### src/rv_pkg.sv
package rv_pkg;

    localparam int XLEN = 32;

    typedef logic [XLEN-1:0] word_t;
    typedef logic [4:0]      reg_addr_t;

    // major opcodes.
    localparam logic [6:0] OPC_OP     = 7'b0110011;
    localparam logic [6:0] OPC_OP_IMM = 7'b0010011;
    localparam logic [6:0] OPC_LUI    = 7'b0110111;
    localparam logic [6:0] OPC_AUIPC  = 7'b0010111;
    localparam logic [6:0] OPC_JAL    = 7'b1101111;
    localparam logic [6:0] OPC_JALR   = 7'b1100111;
    localparam logic [6:0] OPC_BRANCH = 7'b1100011;

    // funct3, alu group.
    localparam logic [2:0] F3_ADD  = 3'b000;
    localparam logic [2:0] F3_SLL  = 3'b001;
    localparam logic [2:0] F3_SLT  = 3'b010;
    localparam logic [2:0] F3_SLTU = 3'b011;
    localparam logic [2:0] F3_XOR  = 3'b100;
    localparam logic [2:0] F3_SR   = 3'b101;
    localparam logic [2:0] F3_OR   = 3'b110;
    localparam logic [2:0] F3_AND  = 3'b111;

    // funct3, branch group.
    localparam logic [2:0] F3_BEQ  = 3'b000;
    localparam logic [2:0] F3_BNE  = 3'b001;
    localparam logic [2:0] F3_BLT  = 3'b100;
    localparam logic [2:0] F3_BGE  = 3'b101;
    localparam logic [2:0] F3_BLTU = 3'b110;
    localparam logic [2:0] F3_BGEU = 3'b111;

    typedef enum logic [3:0] {
        ALU_ADD, ALU_SUB, ALU_AND, ALU_OR, ALU_XOR, ALU_SLT,
        ALU_SLTU, ALU_SLL, ALU_SRL, ALU_SRA, ALU_PASS
    } alu_op_e;

    // nine kinds, so one bit wider than the six compares need.
    typedef enum logic [3:0] {
        BR_NONE, BR_EQ, BR_NE, BR_LT, BR_GE, BR_LTU, BR_GEU, BR_JAL, BR_JALR
    } br_op_e;

    // ====================================================================
    // instruction format views.
    // ====================================================================
    typedef struct packed {
        logic [6:0] funct7;
        reg_addr_t  rs2;
        reg_addr_t  rs1;
        logic [2:0] funct3;
        reg_addr_t  rd;
        logic [6:0] opcode;
    } r_fmt_t;

    typedef struct packed {
        logic [11:0] imm;
        reg_addr_t   rs1;
        logic [2:0]  funct3;
        reg_addr_t   rd;
        logic [6:0]  opcode;
    } i_fmt_t;

    typedef struct packed {
        logic       imm12;
        logic [5:0] imm10_5;
        reg_addr_t  rs2;
        reg_addr_t  rs1;
        logic [2:0] funct3;
        logic [3:0] imm4_1;
        logic       imm11;
        logic [6:0] opcode;
    } b_fmt_t;

    // the u immediate is bits 31:12 of this view.
    typedef struct packed {
        logic       imm20;
        logic [9:0] imm10_1;
        logic       imm11;
        logic [7:0] imm19_12;
        reg_addr_t  rd;
        logic [6:0] opcode;
    } j_fmt_t;

    typedef union packed {
        r_fmt_t r;
        i_fmt_t i;
        b_fmt_t b;
        j_fmt_t j;
    } rv_inst_u;

endpackage

### src/core_commit.sv
`timescale 1ns/1ps

module core_commit (
    input  logic              clock,
    input  logic              rst_n_i,
    input  logic              valid_i,
    input  rv_pkg::word_t     pc_i,
    input  rv_pkg::word_t     result_i,
    input  rv_pkg::word_t     next_pc_i,
    input  logic              we_i,
    input  rv_pkg::reg_addr_t rd_i,
    output logic              rf_we_o,
    output rv_pkg::reg_addr_t rf_rd_o,
    output rv_pkg::word_t     rf_wdata_o,
    output logic              redirect_valid_o,
    output rv_pkg::word_t     redirect_pc_o,
    output logic              retire_valid_o,
    output logic              retire_we_o,
    output rv_pkg::word_t     retire_pc_o,
    output rv_pkg::word_t     retire_wdata_o,
    output rv_pkg::reg_addr_t retire_rd_o
);
    import rv_pkg::*;

    logic      valid_q;
    logic      we_q;
    word_t     pc_q;
    word_t     result_q;
    word_t     next_pc_q;
    reg_addr_t rd_q;

    always_ff @(posedge clock) begin
        if (!rst_n_i) begin
            valid_q <= 1'b0;
        end else begin
            valid_q <= valid_i;
        end
    end

    always_ff @(posedge clock) begin
        if (valid_i) begin
            we_q      <= we_i;
            pc_q      <= pc_i;
            result_q  <= result_i;
            next_pc_q <= next_pc_i;
            rd_q      <= rd_i;
        end
    end

    // write-back, retire and redirect all leave in one cycle.
    assign rf_we_o    = valid_q && we_q;
    assign rf_rd_o    = rd_q;
    assign rf_wdata_o = result_q;

    assign redirect_valid_o = valid_q;
    assign redirect_pc_o    = next_pc_q;

    assign retire_valid_o = valid_q;
    assign retire_we_o    = we_q;
    assign retire_pc_o    = pc_q;
    assign retire_wdata_o = result_q;
    assign retire_rd_o    = rd_q;

endmodule

### src/core_decode.sv
`timescale 1ns/1ps

module core_decode (
    input  logic              clock,
    input  logic              rst_n_i,
    input  logic              valid_i,
    input  rv_pkg::word_t     pc_i,
    input  rv_pkg::word_t     inst_i,
    input  rv_pkg::word_t     rs1_data_i,
    input  rv_pkg::word_t     rs2_data_i,
    output rv_pkg::reg_addr_t rs1_o,
    output rv_pkg::reg_addr_t rs2_o,
    output logic              valid_o,
    output rv_pkg::word_t     pc_o,
    output rv_pkg::word_t     op_a_o,
    output rv_pkg::word_t     op_b_o,
    output rv_pkg::word_t     imm_o,
    output rv_pkg::alu_op_e   alu_op_o,
    output rv_pkg::br_op_e    br_op_o,
    output logic              we_o,
    output rv_pkg::reg_addr_t rd_o
);
    import rv_pkg::*;

    rv_inst_u   inst;
    logic [6:0] opcode;
    logic [2:0] funct3;
    logic       alt;
    word_t      imm_d;
    word_t      op_a_d;
    word_t      op_b_d;
    alu_op_e    alu_op_d;
    br_op_e     br_op_d;
    logic       we_d;

    assign inst   = inst_i;
    assign opcode = inst.r.opcode;
    assign funct3 = inst.r.funct3;
    // bit 30, picks sub and sra.
    assign alt    = inst.r.funct7[5];

    assign rs1_o = inst.r.rs1;
    assign rs2_o = inst.r.rs2;

    always_comb begin
        case (opcode)
            OPC_OP_IMM, OPC_JALR: imm_d = {{20{inst.i.imm[11]}}, inst.i.imm};
            OPC_BRANCH: imm_d = {{20{inst.b.imm12}}, inst.b.imm11, inst.b.imm10_5,
                                 inst.b.imm4_1, 1'b0};
            OPC_LUI, OPC_AUIPC: imm_d = {inst.j.imm20, inst.j.imm10_1, inst.j.imm11,
                                         inst.j.imm19_12, 12'b0};
            OPC_JAL: imm_d = {{12{inst.j.imm20}}, inst.j.imm19_12, inst.j.imm11,
                              inst.j.imm10_1, 1'b0};
            default: imm_d = '0;
        endcase
    end

    always_comb begin
        alu_op_d = ALU_ADD;
        br_op_d  = BR_NONE;
        if ((opcode == OPC_OP) || (opcode == OPC_OP_IMM)) begin
            case (funct3)
                F3_ADD:  alu_op_d = ((opcode == OPC_OP) && alt) ? ALU_SUB : ALU_ADD;
                F3_SLL:  alu_op_d = ALU_SLL;
                F3_SLT:  alu_op_d = ALU_SLT;
                F3_SLTU: alu_op_d = ALU_SLTU;
                F3_XOR:  alu_op_d = ALU_XOR;
                F3_SR:   alu_op_d = alt ? ALU_SRA : ALU_SRL;
                F3_OR:   alu_op_d = ALU_OR;
                F3_AND:  alu_op_d = ALU_AND;
            endcase
        end else if (opcode == OPC_LUI) begin
            alu_op_d = ALU_PASS;
        end else if (opcode == OPC_BRANCH) begin
            case (funct3)
                F3_BEQ:  br_op_d = BR_EQ;
                F3_BNE:  br_op_d = BR_NE;
                F3_BLT:  br_op_d = BR_LT;
                F3_BGE:  br_op_d = BR_GE;
                F3_BLTU: br_op_d = BR_LTU;
                F3_BGEU: br_op_d = BR_GEU;
                default: br_op_d = BR_NONE;
            endcase
        end else if (opcode == OPC_JAL) begin
            br_op_d = BR_JAL;
        end else if (opcode == OPC_JALR) begin
            br_op_d = BR_JALR;
        end
    end

    // op_b is the second alu operand, or rs1 for jalr.
    always_comb begin
        op_a_d = rs1_data_i;
        op_b_d = imm_d;
        we_d   = (inst.r.rd != '0);
        case (opcode)
            OPC_OP, OPC_BRANCH: op_b_d = rs2_data_i;
            OPC_AUIPC, OPC_JAL: op_a_d = pc_i;
            OPC_JALR: begin
                op_a_d = pc_i;
                op_b_d = rs1_data_i;
            end
            OPC_OP_IMM, OPC_LUI: op_b_d = imm_d;
            default: we_d = 1'b0;
        endcase
        if (opcode == OPC_BRANCH) begin
            we_d = 1'b0;
        end
    end

    always_ff @(posedge clock) begin
        if (!rst_n_i) begin
            valid_o <= 1'b0;
        end else begin
            valid_o <= valid_i;
        end
    end

    always_ff @(posedge clock) begin
        if (valid_i) begin
            pc_o     <= pc_i;
            op_a_o   <= op_a_d;
            op_b_o   <= op_b_d;
            imm_o    <= imm_d;
            alu_op_o <= alu_op_d;
            br_op_o  <= br_op_d;
            we_o     <= we_d;
            rd_o     <= inst.r.rd;
        end
    end

endmodule

### src/core_execute.sv
`timescale 1ns/1ps

module core_execute (
    input  logic              clock,
    input  logic              rst_n_i,
    input  logic              valid_i,
    input  rv_pkg::word_t     pc_i,
    input  rv_pkg::word_t     op_a_i,
    input  rv_pkg::word_t     op_b_i,
    input  rv_pkg::word_t     imm_i,
    input  rv_pkg::alu_op_e   alu_op_i,
    input  rv_pkg::br_op_e    br_op_i,
    input  logic              we_i,
    input  rv_pkg::reg_addr_t rd_i,
    output logic              valid_o,
    output rv_pkg::word_t     pc_o,
    output rv_pkg::word_t     result_o,
    output rv_pkg::word_t     next_pc_o,
    output logic              we_o,
    output rv_pkg::reg_addr_t rd_o
);
    import rv_pkg::*;

    localparam int SHW = $clog2(XLEN);

    word_t          alu_res;
    word_t          pc_plus4;
    word_t          target;
    logic           take;
    logic           jump;
    logic [SHW-1:0] shamt;

    // ====================================================================
    // alu.
    // ====================================================================
    assign shamt = op_b_i[SHW-1:0];

    always_comb begin
        case (alu_op_i)
            ALU_ADD:  alu_res = op_a_i + op_b_i;
            ALU_SUB:  alu_res = op_a_i - op_b_i;
            ALU_AND:  alu_res = op_a_i & op_b_i;
            ALU_OR:   alu_res = op_a_i | op_b_i;
            ALU_XOR:  alu_res = op_a_i ^ op_b_i;
            ALU_SLT:  alu_res = {{(XLEN-1){1'b0}}, $signed(op_a_i) < $signed(op_b_i)};
            ALU_SLTU: alu_res = {{(XLEN-1){1'b0}}, op_a_i < op_b_i};
            ALU_SLL:  alu_res = op_a_i << shamt;
            ALU_SRL:  alu_res = op_a_i >> shamt;
            ALU_SRA:  alu_res = word_t'($signed(op_a_i) >>> shamt);
            // lui.
            default:  alu_res = imm_i;
        endcase
    end

    // ====================================================================
    // branch and next pc.
    // ====================================================================
    always_comb begin
        case (br_op_i)
            BR_EQ:   take = (op_a_i == op_b_i);
            BR_NE:   take = (op_a_i != op_b_i);
            BR_LT:   take = ($signed(op_a_i) < $signed(op_b_i));
            BR_GE:   take = ($signed(op_a_i) >= $signed(op_b_i));
            BR_LTU:  take = (op_a_i < op_b_i);
            BR_GEU:  take = (op_a_i >= op_b_i);
            BR_JAL:  take = 1'b1;
            BR_JALR: take = 1'b1;
            default: take = 1'b0;
        endcase
    end

    assign jump     = (br_op_i == BR_JAL) || (br_op_i == BR_JALR);
    assign pc_plus4 = pc_i + word_t'(4);

    // jalr base is rs1, carried on op_b.
    assign target = (br_op_i == BR_JALR) ? ((op_b_i + imm_i) & ~word_t'(1))
                                         : (pc_i + imm_i);

    always_ff @(posedge clock) begin
        if (!rst_n_i) begin
            valid_o <= 1'b0;
        end else begin
            valid_o <= valid_i;
        end
    end

    always_ff @(posedge clock) begin
        if (valid_i) begin
            pc_o      <= pc_i;
            result_o  <= jump ? pc_plus4 : alu_res;
            next_pc_o <= take ? target : pc_plus4;
            we_o      <= we_i;
            rd_o      <= rd_i;
        end
    end

endmodule

### src/core_fetch.sv
`timescale 1ns/1ps

module core_fetch #(
    parameter rv_pkg::word_t RESET_PC = '0
) (
    input  logic          clock,
    input  logic          rst_n_i,
    input  logic          redirect_valid_i,
    input  rv_pkg::word_t redirect_pc_i,
    input  logic          imem_rvalid_i,
    input  rv_pkg::word_t imem_rdata_i,
    output logic          imem_req_o,
    output rv_pkg::word_t imem_addr_o,
    output logic          valid_o,
    output rv_pkg::word_t pc_o,
    output rv_pkg::word_t inst_o
);
    import rv_pkg::*;

    localparam logic [1:0] ST_REQ  = 2'd0;
    localparam logic [1:0] ST_WAIT = 2'd1;
    localparam logic [1:0] ST_IDLE = 2'd2;

    logic [1:0] state_q;
    logic       start_q;
    word_t      pc_q;

    always_ff @(posedge clock) begin
        if (!rst_n_i) begin
            state_q <= ST_IDLE;
            start_q <= 1'b1;
            pc_q    <= RESET_PC;
        end else begin
            start_q <= 1'b0;
            case (state_q)
                ST_REQ: begin
                    state_q <= ST_WAIT;
                end
                ST_WAIT: begin
                    // memory may take any number of cycles.
                    if (imem_rvalid_i) begin
                        state_q <= ST_IDLE;
                    end
                end
                default: begin
                    if (redirect_valid_i) begin
                        state_q <= ST_REQ;
                        pc_q    <= redirect_pc_i;
                    end else if (start_q) begin
                        // first fetch out of reset.
                        state_q <= ST_REQ;
                    end
                end
            endcase
        end
    end

    assign imem_req_o  = (state_q == ST_REQ);
    assign imem_addr_o = pc_q;

    // response goes straight on to the decode register.
    assign valid_o = (state_q == ST_WAIT) && imem_rvalid_i;
    assign pc_o    = pc_q;
    assign inst_o  = imem_rdata_i;

endmodule

### src/core_regfile.sv
`timescale 1ns/1ps

module core_regfile (
    input  logic              clock,
    input  rv_pkg::reg_addr_t rs1_i,
    input  rv_pkg::reg_addr_t rs2_i,
    input  logic              we_i,
    input  rv_pkg::reg_addr_t rd_i,
    input  rv_pkg::word_t     wdata_i,
    output rv_pkg::word_t     rs1_data_o,
    output rv_pkg::word_t     rs2_data_o
);
    import rv_pkg::*;

    // x0 has no storage.
    word_t regs [1:31];

    always_ff @(posedge clock) begin
        if (we_i && (rd_i != '0)) begin
            regs[rd_i] <= wdata_i;
        end
    end

    assign rs1_data_o = (rs1_i == '0) ? '0 : regs[rs1_i];
    assign rs2_data_o = (rs2_i == '0) ? '0 : regs[rs2_i];

endmodule

### src/rv_core.sv
`timescale 1ns/1ps

module rv_core #(
    parameter rv_pkg::word_t RESET_PC = '0
) (
    input  logic              clock,
    input  logic              rst_n_i,
    input  logic              imem_rvalid_i,
    input  rv_pkg::word_t     imem_rdata_i,
    output logic              imem_req_o,
    output rv_pkg::word_t     imem_addr_o,
    output logic              retire_valid_o,
    output logic              retire_we_o,
    output rv_pkg::word_t     retire_pc_o,
    output rv_pkg::reg_addr_t retire_rd_o,
    output rv_pkg::word_t     retire_wdata_o
);
    import rv_pkg::*;

    // fetch to decode.
    logic      f_valid;
    word_t     f_pc;
    word_t     f_inst;

    // decode and register file.
    reg_addr_t rs1;
    reg_addr_t rs2;
    word_t     rs1_data;
    word_t     rs2_data;

    // decode to execute.
    logic      d_valid;
    word_t     d_pc;
    word_t     d_op_a;
    word_t     d_op_b;
    word_t     d_imm;
    alu_op_e   d_alu_op;
    br_op_e    d_br_op;
    logic      d_we;
    reg_addr_t d_rd;

    // execute to commit.
    logic      e_valid;
    word_t     e_pc;
    word_t     e_result;
    word_t     e_next_pc;
    logic      e_we;
    reg_addr_t e_rd;

    // commit to fetch and register file.
    logic      c_redirect_valid;
    word_t     c_redirect_pc;
    logic      c_rf_we;
    reg_addr_t c_rf_rd;
    word_t     c_rf_wdata;

    core_fetch #(
        .RESET_PC (RESET_PC)
    ) i_fetch (
        .clock            (clock),
        .rst_n_i          (rst_n_i),
        .redirect_valid_i (c_redirect_valid),
        .redirect_pc_i    (c_redirect_pc),
        .imem_rvalid_i    (imem_rvalid_i),
        .imem_rdata_i     (imem_rdata_i),
        .imem_req_o       (imem_req_o),
        .imem_addr_o      (imem_addr_o),
        .valid_o          (f_valid),
        .pc_o             (f_pc),
        .inst_o           (f_inst)
    );

    core_regfile i_regfile (
        .clock      (clock),
        .rs1_i      (rs1),
        .rs2_i      (rs2),
        .we_i       (c_rf_we),
        .rd_i       (c_rf_rd),
        .wdata_i    (c_rf_wdata),
        .rs1_data_o (rs1_data),
        .rs2_data_o (rs2_data)
    );

    core_decode i_decode (
        .clock      (clock),
        .rst_n_i    (rst_n_i),
        .valid_i    (f_valid),
        .pc_i       (f_pc),
        .inst_i     (f_inst),
        .rs1_data_i (rs1_data),
        .rs2_data_i (rs2_data),
        .rs1_o      (rs1),
        .rs2_o      (rs2),
        .valid_o    (d_valid),
        .pc_o       (d_pc),
        .op_a_o     (d_op_a),
        .op_b_o     (d_op_b),
        .imm_o      (d_imm),
        .alu_op_o   (d_alu_op),
        .br_op_o    (d_br_op),
        .we_o       (d_we),
        .rd_o       (d_rd)
    );

    core_execute i_execute (
        .clock     (clock),
        .rst_n_i   (rst_n_i),
        .valid_i   (d_valid),
        .pc_i      (d_pc),
        .op_a_i    (d_op_a),
        .op_b_i    (d_op_b),
        .imm_i     (d_imm),
        .alu_op_i  (d_alu_op),
        .br_op_i   (d_br_op),
        .we_i      (d_we),
        .rd_i      (d_rd),
        .valid_o   (e_valid),
        .pc_o      (e_pc),
        .result_o  (e_result),
        .next_pc_o (e_next_pc),
        .we_o      (e_we),
        .rd_o      (e_rd)
    );

    core_commit i_commit (
        .clock            (clock),
        .rst_n_i          (rst_n_i),
        .valid_i          (e_valid),
        .pc_i             (e_pc),
        .result_i         (e_result),
        .next_pc_i        (e_next_pc),
        .we_i             (e_we),
        .rd_i             (e_rd),
        .rf_we_o          (c_rf_we),
        .rf_rd_o          (c_rf_rd),
        .rf_wdata_o       (c_rf_wdata),
        .redirect_valid_o (c_redirect_valid),
        .redirect_pc_o    (c_redirect_pc),
        .retire_valid_o   (retire_valid_o),
        .retire_we_o      (retire_we_o),
        .retire_pc_o      (retire_pc_o),
        .retire_wdata_o   (retire_wdata_o),
        .retire_rd_o      (retire_rd_o)
    );

endmodule

### config.mk
export PLATFORM = sky130hd
export DESIGN_NAME = rv_core
export DESIGN_NICKNAME = d
export VERILOG_FILES = /design/src/rv_pkg.sv /design/src/core_commit.sv /design/src/core_decode.sv /design/src/core_execute.sv /design/src/core_fetch.sv /design/src/core_regfile.sv /design/src/rv_core.sv
export SDC_FILE = /design/constraint.sdc
export NUM_CORES = 2
export LEC_CHECK = 0
export BUFFER_PORTS_ARGS = -buffer_cell sky130_fd_sc_hd__buf_4
export CORE_AREA = 2 2 446 448
export DETAILED_ROUTE_END_ITERATION = 7
export DIE_AREA = 0 0 448 450
export GPL_TIMING_DRIVEN = 0
export PLACE_DENSITY = 0.55
export SLEW_MARGIN = 20
export SYNTH_ARGS = -nofsm -noshare
export SYNTH_HDL_FRONTEND = slang
export SYNTH_SLANG_ARGS = --single-unit
### constraint.sdc
create_clock -name clock -period 17.3 [get_ports clock]
set_input_delay 1.73 -clock clock [delete_from_list [all_inputs] [get_ports clock]]
set_output_delay 1.73 -clock clock [all_outputs]
set_load 0.005 [all_outputs]
# After elaboration in Yosys (flattened, before gate mapping)
# Memories as Yosys holds them, arrays and structs flattened.
# Cells that the tools add are included.
# W data, S select, Z words.
[totals] output_inout_bits=104 ff_bits=384 mem_bits_rw=992 mem_count=1 inputBits=35
[mem_list] memory="i_regfile.regs" depth=31 width=32 read_ports=2 rd_ports_with_merged_regs=0 wr=1 line="core_regfile.sv:16" rtl="word_t regs [1:31];"
[classes] add_sub_neg=5 n_lt_le_gt_ge=4 bitwise_logic=5 reduce_logical=25 eq_ne=35 n_mux=26 shifts=3
[ops] op="$pmux W32 S10" n=1
[ops] op="$mux W32" n=6
[ops] op="$pmux W32 S4" n=1
[ops] op="$add A32 B32 Y32" n=3
[ops] op="$ge A32 B32 Y1" n=2
[ops] op="$lt A32 B32 Y1" n=2
[ops] op="$pmux W32 S2" n=1
[ops] op="$add A32 B3 Y32 const B" n=1
[ops] op="$and A32 B32 Y32" n=1
[ops] op="$eq A32 B32 Y1" n=1
[ops] op="$eq A4 B3 Y1 const B" n=8
[ops] op="$ne A32 B32 Y1" n=1
[ops] op="$or A32 B32 Y32" n=1
[ops] op="$pmux W4 S8" n=1
[ops] op="$shl A32 B5 Y32" n=1
[ops] op="$shr A32 B5 Y32" n=1
[ops] op="$sshr A32 B5 Y32" n=1
[ops] op="$sub A32 B32 Y32" n=1
[ops] op="$xor A32 B32 Y32" n=1
[ops] op="$eq A7 B7 Y1 const B" n=3
[ops] op="$mux W4" n=5
[ops] op="$pmux W3 S6" n=1
[ops] op="$eq A4 B2 Y1 const B" n=4
[ops] op="$eq A7 B5 Y1 const B" n=2
[ops] op="other kinds (25)" n=53

# Longest topological paths before layout
[depth] ltp_word=5 depth_mapped=19 ltp_nobuf=14

# By module
# Synthesis repeated with hierarchy kept, for this count alone.
[hier_totals] cells_unflattened=5406 hier_area_um2=74262.5
[modules_own_cells] module="core_regfile" seq_area_each_um2=29788.6 area_each_um2=46498.3 n_inst=1 cells_per_inst=2601
[modules_own_cells] module="core_execute" seq_area_each_um2=3083.0 area_each_um2=16230.6 n_inst=1 cells_per_inst=2057
[modules_own_cells] module="core_decode" seq_area_each_um2=4284.1 area_each_um2=5939.4 n_inst=1 cells_per_inst=383
[modules_own_cells] module="core_commit" seq_area_each_um2=3083.0 area_each_um2=3380.7 n_inst=1 cells_per_inst=143
[modules_own_cells] module="core_fetch" seq_area_each_um2=700.7 area_each_um2=2213.4 n_inst=1 cells_per_inst=222

# Worst setup path before layout
# No wires, ideal clock.
[synth_timing] kind="input to register" start="input port imem_rvalid_i" end="register i_decode.alu_op_o[0], enable pin" t_arrival_ns=7.725 n_path_buf=0 cell_stages=2 slack_ns=8.929 cell_sequence="nand2_1 nor2_1"
[synth_via] elab_chain_len=1
[synth_rtl] element="start, declared" line="rv_core.sv:8" rtl="input logic imem_rvalid_i,"
[synth_rtl] element="$logic_and A1 B1 Y1" line="core_fetch.sv:62" rtl="assign valid_o = (state_q == ST_WAIT) && imem_rvalid_i;"
[synth_rtl] element="via f_valid" line="rv_core.sv:21" rtl="logic f_valid;"
[synth_rtl] element="end signal, assigned" line="core_decode.sv:125" rtl="alu_op_o <= alu_op_d;"
[synth_rtl] element="end, declared" line="core_decode.sv:18" rtl="output rv_pkg::alu_op_e alu_op_o,"
# The timed path passes the listed nets, and every way through them passes these cells.
# A chain may end at the register's enable or synchronous reset.

# Worst setup path after layout
[layout_timing] start="register i_decode.op_b_o[2]" end="register i_execute.result_o[22] (data pin)"
[layout_via] elab_chain_len=3
[layout_rtl] element="start, declared" line="core_decode.sv:16" rtl="output rv_pkg::word_t op_b_o,"
[layout_rtl] element="start signal, assigned" line="core_decode.sv:123" rtl="op_b_o <= op_b_d;"
[layout_rtl] element="$sub A32 B32 Y32, or another cell as far along" line="core_execute.sv:41" rtl="ALU_SUB: alu_res = op_a_i - op_b_i;"
[layout_rtl] element="$pmux W32 S10 *" line="core_execute.sv:39" rtl="case (alu_op_i)"
[layout_rtl] element="$mux W32 *" line="core_execute.sv:90" rtl="result_o <= jump ? pc_plus4 : alu_res;"
[layout_rtl] element="end signal, assigned" line="core_execute.sv:90"
[layout_rtl] element="end, declared" line="core_execute.sv:17" rtl="output rv_pkg::word_t result_o,"
# Every way passes the cells marked *; elsewhere a longest branch is shown, timed or not.

==> impl_metrics.sql <==
INSERT INTO impl_metrics (metric_group, metric, value, unit) VALUES
('floorplanning', 'floorplan.die_area', '202000', 'um2'),
('timing', 'finalWorstSetupSlack', '10140', 'ps'),
('power_and_ir_drop', 'total_power', '7.43', 'mW'),
('placed_design', 'gpl.final_weighted_congestion', '1.05', ''),
('layout', 'layout_commonest_cell', 'sky130_fd_sc_hd__edfxtp_1', ''),
('cts', 'clkSinkCount', '1376', ''),
('timing', 'final_setup_violation_count', '0', ''),
('global_routing', 'grt_start_max_net_pins', '46', ''),
('global_routing', 'global_route.usage.total', '29.0', '%'),
('cts', 'cts_max_level', '4', ''),
('placed_design', 'dp_hpwl', '223000', 'um'),
('synthesis', 'synthesis.instances', '4920', ''),
('layout', 'final_nets', '5501', ''),
('global_routing', 'grt_first_pass_wirelength', '403000', 'um'),
('cts', 'cts.clk_slew.worst_paths', '60', 'ps'),
('route', 'avgViaCountPerCell', '6.26', ''),
('route', 'routed_wirelength', '297000', 'um'),
('setup_path', 'crit_path_cell_trace', 'buf_2 > inv_1 > buf_1 > clkbuf_1 > buf_2 > ha_1 > buf_2 > nor3b_1 > o31a_1 > o31ai_1 > nand3_1 > a41oi_1 > o31ai_1 > mux2i_1 > xor2_1 > a21oi_1 > a211oi_1', ''),
('hold_path', 'hold_class', 'reg2reg', ''),
('synthesis', 'synth_area_per_cell', '14.7', 'um2'),
('timing', 'fin_setup_tns', '0', 'ps'),
('synthesis', 'synth-seq-area-share', '56.6', '%'),
('timing', 'final_max_slew_viol_count', '0', ''),
('route', 'drt-initial-drc-count', '6680', ''),
('setup_path', 'endpoint_kind', 'register', ''),
('status', 'run_status', 'finished with violations', ''),
('floorplanning', 'initial_utilization', '36.8', '%'),
('setup_path', 'critical-path-top-delay-family', 'buffers and inverters', ''),
('floorplanning', 'die_h', '450', 'um'),
('cts', 'post_cts.resized_instances', '0', ''),
('route', 'drt_first_pass_iters', '8', ''),
('setup_path', 'timing.reg2reg.setup_slack', '10140', 'ps'),
('route', 'route.vias.total', '50539', ''),
('floorplanning', 'core_area', '197000', 'um2'),
('global_routing', 'grt_antenna_before_repair', '16', ''),
('timing', 'final.min_clock_period', '7160', 'ps'),
('power_and_ir_drop', 'total_leakage_power', '28.4', 'nW'),
('timing', 'fin_crit_sh', '41.4', '%'),
('setup_path', 'cp-start-kind', 'register', ''),
('synthesis', 'yosysWarningCount', '0', ''),
('job', 'max_cap_violations', '0', ''),
('setup_path', 'crit_buf_inv', '6', ''),
('floorplanning', 'rows', '163', ''),
('status', 'violations', 'DRC', ''),
('synthesis', 'synthesized_netlist_net_count', '5121', ''),
('setup_path', 'critical_path_required', '17760', 'ps'),
('timing', 'worst_hold_slack', '371', 'ps'),
('route', 'detail-route-antenna-nets', '0', ''),
('timing', 'final-hold-violation-count', '0', ''),
('timing', 'max_freq', '140', 'MHz'),
('cts', 'cts_buffers', '152', ''),
('synthesis', 'ys_seq_elements', '1376', ''),
('layout', 'layout.cells.non_filler', '8068', ''),
('setup_path', 'crit_path_top_delay_cell', 'sky130_fd_sc_hd__a211oi_1', ''),
('synthesis', 'synth_ff_type', 'sky130_fd_sc_hd__edfxtp_1', ''),
('route', 'drc', '2', ''),
('global_routing', 'grt_overflow_total', '0', ''),
('power_and_ir_drop', 'cellPowerDensity', '88.6', 'nW/um2'),
('cts', 'clock_tree.buffer_depth', '3', ''),
('setup_path', 'timing.critical_path.mode_cell', 'sky130_fd_sc_hd__buf_2', ''),
('layout', 'fillerInstances', '17796', ''),
('synthesis', 'synth.lib_cells_used.distinct', '95', ''),
('placed_design', 'pre_cts_slack', '10600', 'ps'),
('floorplanning', 'floorplan.io_pins', '139', ''),
('timing', 'clock_skew', '77.0', 'ps'),
('global_routing', 'first_global_vias', '49471', ''),
('synthesis', 'ys_async_sr_fraction', '0', '%'),
('placed_design', 'port-buffer-count', '126', ''),
('setup_path', 'delay_of_the_slowest_critical_path_stage', '890', 'ps'),
('power_and_ir_drop', 'irDropWorstVdd', '0.0000827', 'V'),
('route', 'avgRoutedWirePerCell', '36.8', 'um');
[per-layer routing]
layer	vias up	share of wire (%)	track usage, %
li1	20557	-	-
met1	26412	38	37.5
met2	2861	47	47.0
met3	701	8.1	4.98
met4	8	6.1	14.7
met5	-	0.028	0
[sequential cells by signal (all words and copies together) (netlist names), 2 cells and up]
name                     flops
i_execute.result_o          32
i_execute.next_pc_o         32
i_fetch.imem_addr_o         32
i_regfile.regs             992
i_commit.redirect_pc_o      32
i_decode.op_a_o             32
i_decode.op_b_o             32
i_decode.alu_op_o            4
i_decode.rd_o                5
i_decode.imm_o              32
i_commit.retire_wdata_o     32
i_execute.rd_o               5
i_decode.pc_o               32
i_commit.retire_rd_o         5
i_execute.pc_o              32
i_fetch.state_q              2
i_decode.br_op_o             4
i_commit.retire_pc_o        32
[worst reg2reg max path, cell delays in order, from the launching register on]
cell,delay [ps]
sky130_fd_sc_hd__edfxtp_1,510
sky130_fd_sc_hd__buf_2,310
sky130_fd_sc_hd__inv_1,270
sky130_fd_sc_hd__buf_1,670
sky130_fd_sc_hd__clkbuf_1,610
sky130_fd_sc_hd__buf_2,440
sky130_fd_sc_hd__ha_1,290
sky130_fd_sc_hd__buf_2,180
sky130_fd_sc_hd__nor3b_1,450
sky130_fd_sc_hd__o31a_1,300
sky130_fd_sc_hd__o31ai_1,160
sky130_fd_sc_hd__nand3_1,200
sky130_fd_sc_hd__a41oi_1,240
sky130_fd_sc_hd__o31ai_1,700
sky130_fd_sc_hd__mux2i_1,190
sky130_fd_sc_hd__xor2_1,240
sky130_fd_sc_hd__a21oi_1,160
sky130_fd_sc_hd__a211oi_1,890
[per-stage QoR]
step	util (%)	cell area [um2]
global route	42.7	83900
CTS	42.5	83600
detailed placement	40.0	78600
global placement	38.9	76600
finish	42.7	83900
floorplan	-	72300
[area by class of cell]
cell class                      instances  area, um2  share of cell area (%)
Antenna cell                            4       10.0                  0.0119
Buffer                                336       1440                    1.71
Clock buffer                          192       4040                    4.81
Clock inverter                         86        932                    1.11
Inverter                              108        405                   0.483
Multi-Input combinational cell       3100      29900                    35.6
Sequential cell                      1376      40900                    48.8
Tap cell                             2640       3300                    3.94
Timing Repair Buffer                  226       2950                    3.51
[worst paths after layout]
| path | cells past startpoint | to | startpoint |
|---|---|---|---|
| setup / recovery | 17 | i_execute.result_o[22] | i_decode.op_b_o[2] |
| hold / removal | 0 | i_commit.redirect_pc_o[11] | i_execute.next_pc_o[11] |
| setup reg to reg | 17 | i_execute.result_o[22] | i_decode.op_b_o[2] |
| hold reg to reg | 0 | i_commit.redirect_pc_o[11] | i_execute.next_pc_o[11] |
[power breakdown]
part / switching [mW] / internal (mW) / total, mW / leakage [nW]
sequential: 0.0145 / 3.62 / 3.63 / 12.5
clock: 1.42 / 1.85 / 3.27 / 2.41
combinational: 0.323 / 0.204 / 0.526 / 13.6
total: 1.76 / 5.67 / 7.43 / 28.4
[Yosys cell counts, drive strengths merged (14+ instances only)]
| master | instances | area [um2] |
|---|---|---|
| o21a | 21 | 158 |
| dfxtp | 38 | 761 |
| and3 | 27 | 169 |
| nand2 | 349 | 1310 |
| nor2b | 28 | 175 |
| nand3 | 62 | 310 |
| inv | 105 | 394 |
| a211oi | 67 | 503 |
| a221o | 33 | 330 |
| o221ai | 23 | 201 |
| edfxtp | 1338 | 40200 |
| xor2 | 44 | 385 |
| mux2i | 210 | 2100 |
| o2111ai | 14 | 123 |
| nor3b | 15 | 113 |
| o22ai | 17 | 106 |
| xnor2 | 62 | 543 |
| o211ai | 31 | 238 |
| nor2 | 395 | 1490 |
| o21ai | 202 | 1030 |
| buf | 102 | 485 |
| ha | 162 | 2030 |
| nand2b | 29 | 181 |
| nor3 | 52 | 265 |
| and2 | 15 | 93.8 |
| a21oi | 315 | 1580 |
| nand4 | 17 | 106 |
| a21o | 65 | 488 |
| o31ai | 14 | 105 |
| mux4 | 598 | 13500 |
| or3 | 19 | 124 |
| nor4 | 14 | 103 |
| a221oi | 26 | 234 |
| a31oi | 18 | 113 |
| clkbuf | 234 | 880 |
[logic make-up (layout without fill, tap and decap cells)]
| family | after synthesis | after routing | synth area share (%) |
|---|---|---|---|
| compound gates | 949 | 949 | 8.47 |
| buf+inv | 444 | 948 | 2.45 |
| other cells | 0 | 4 | 0 |
| flops | 1376 | 1376 | 56.6 |
| simple gates | 1059 | 1059 | 6.55 |
| mux | 820 | 820 | 21.7 |
| fa+ha+maj | 166 | 166 | 2.91 |
| xor+xnor | 106 | 106 | 1.28 |
Power figures use the tool's default switching activity.
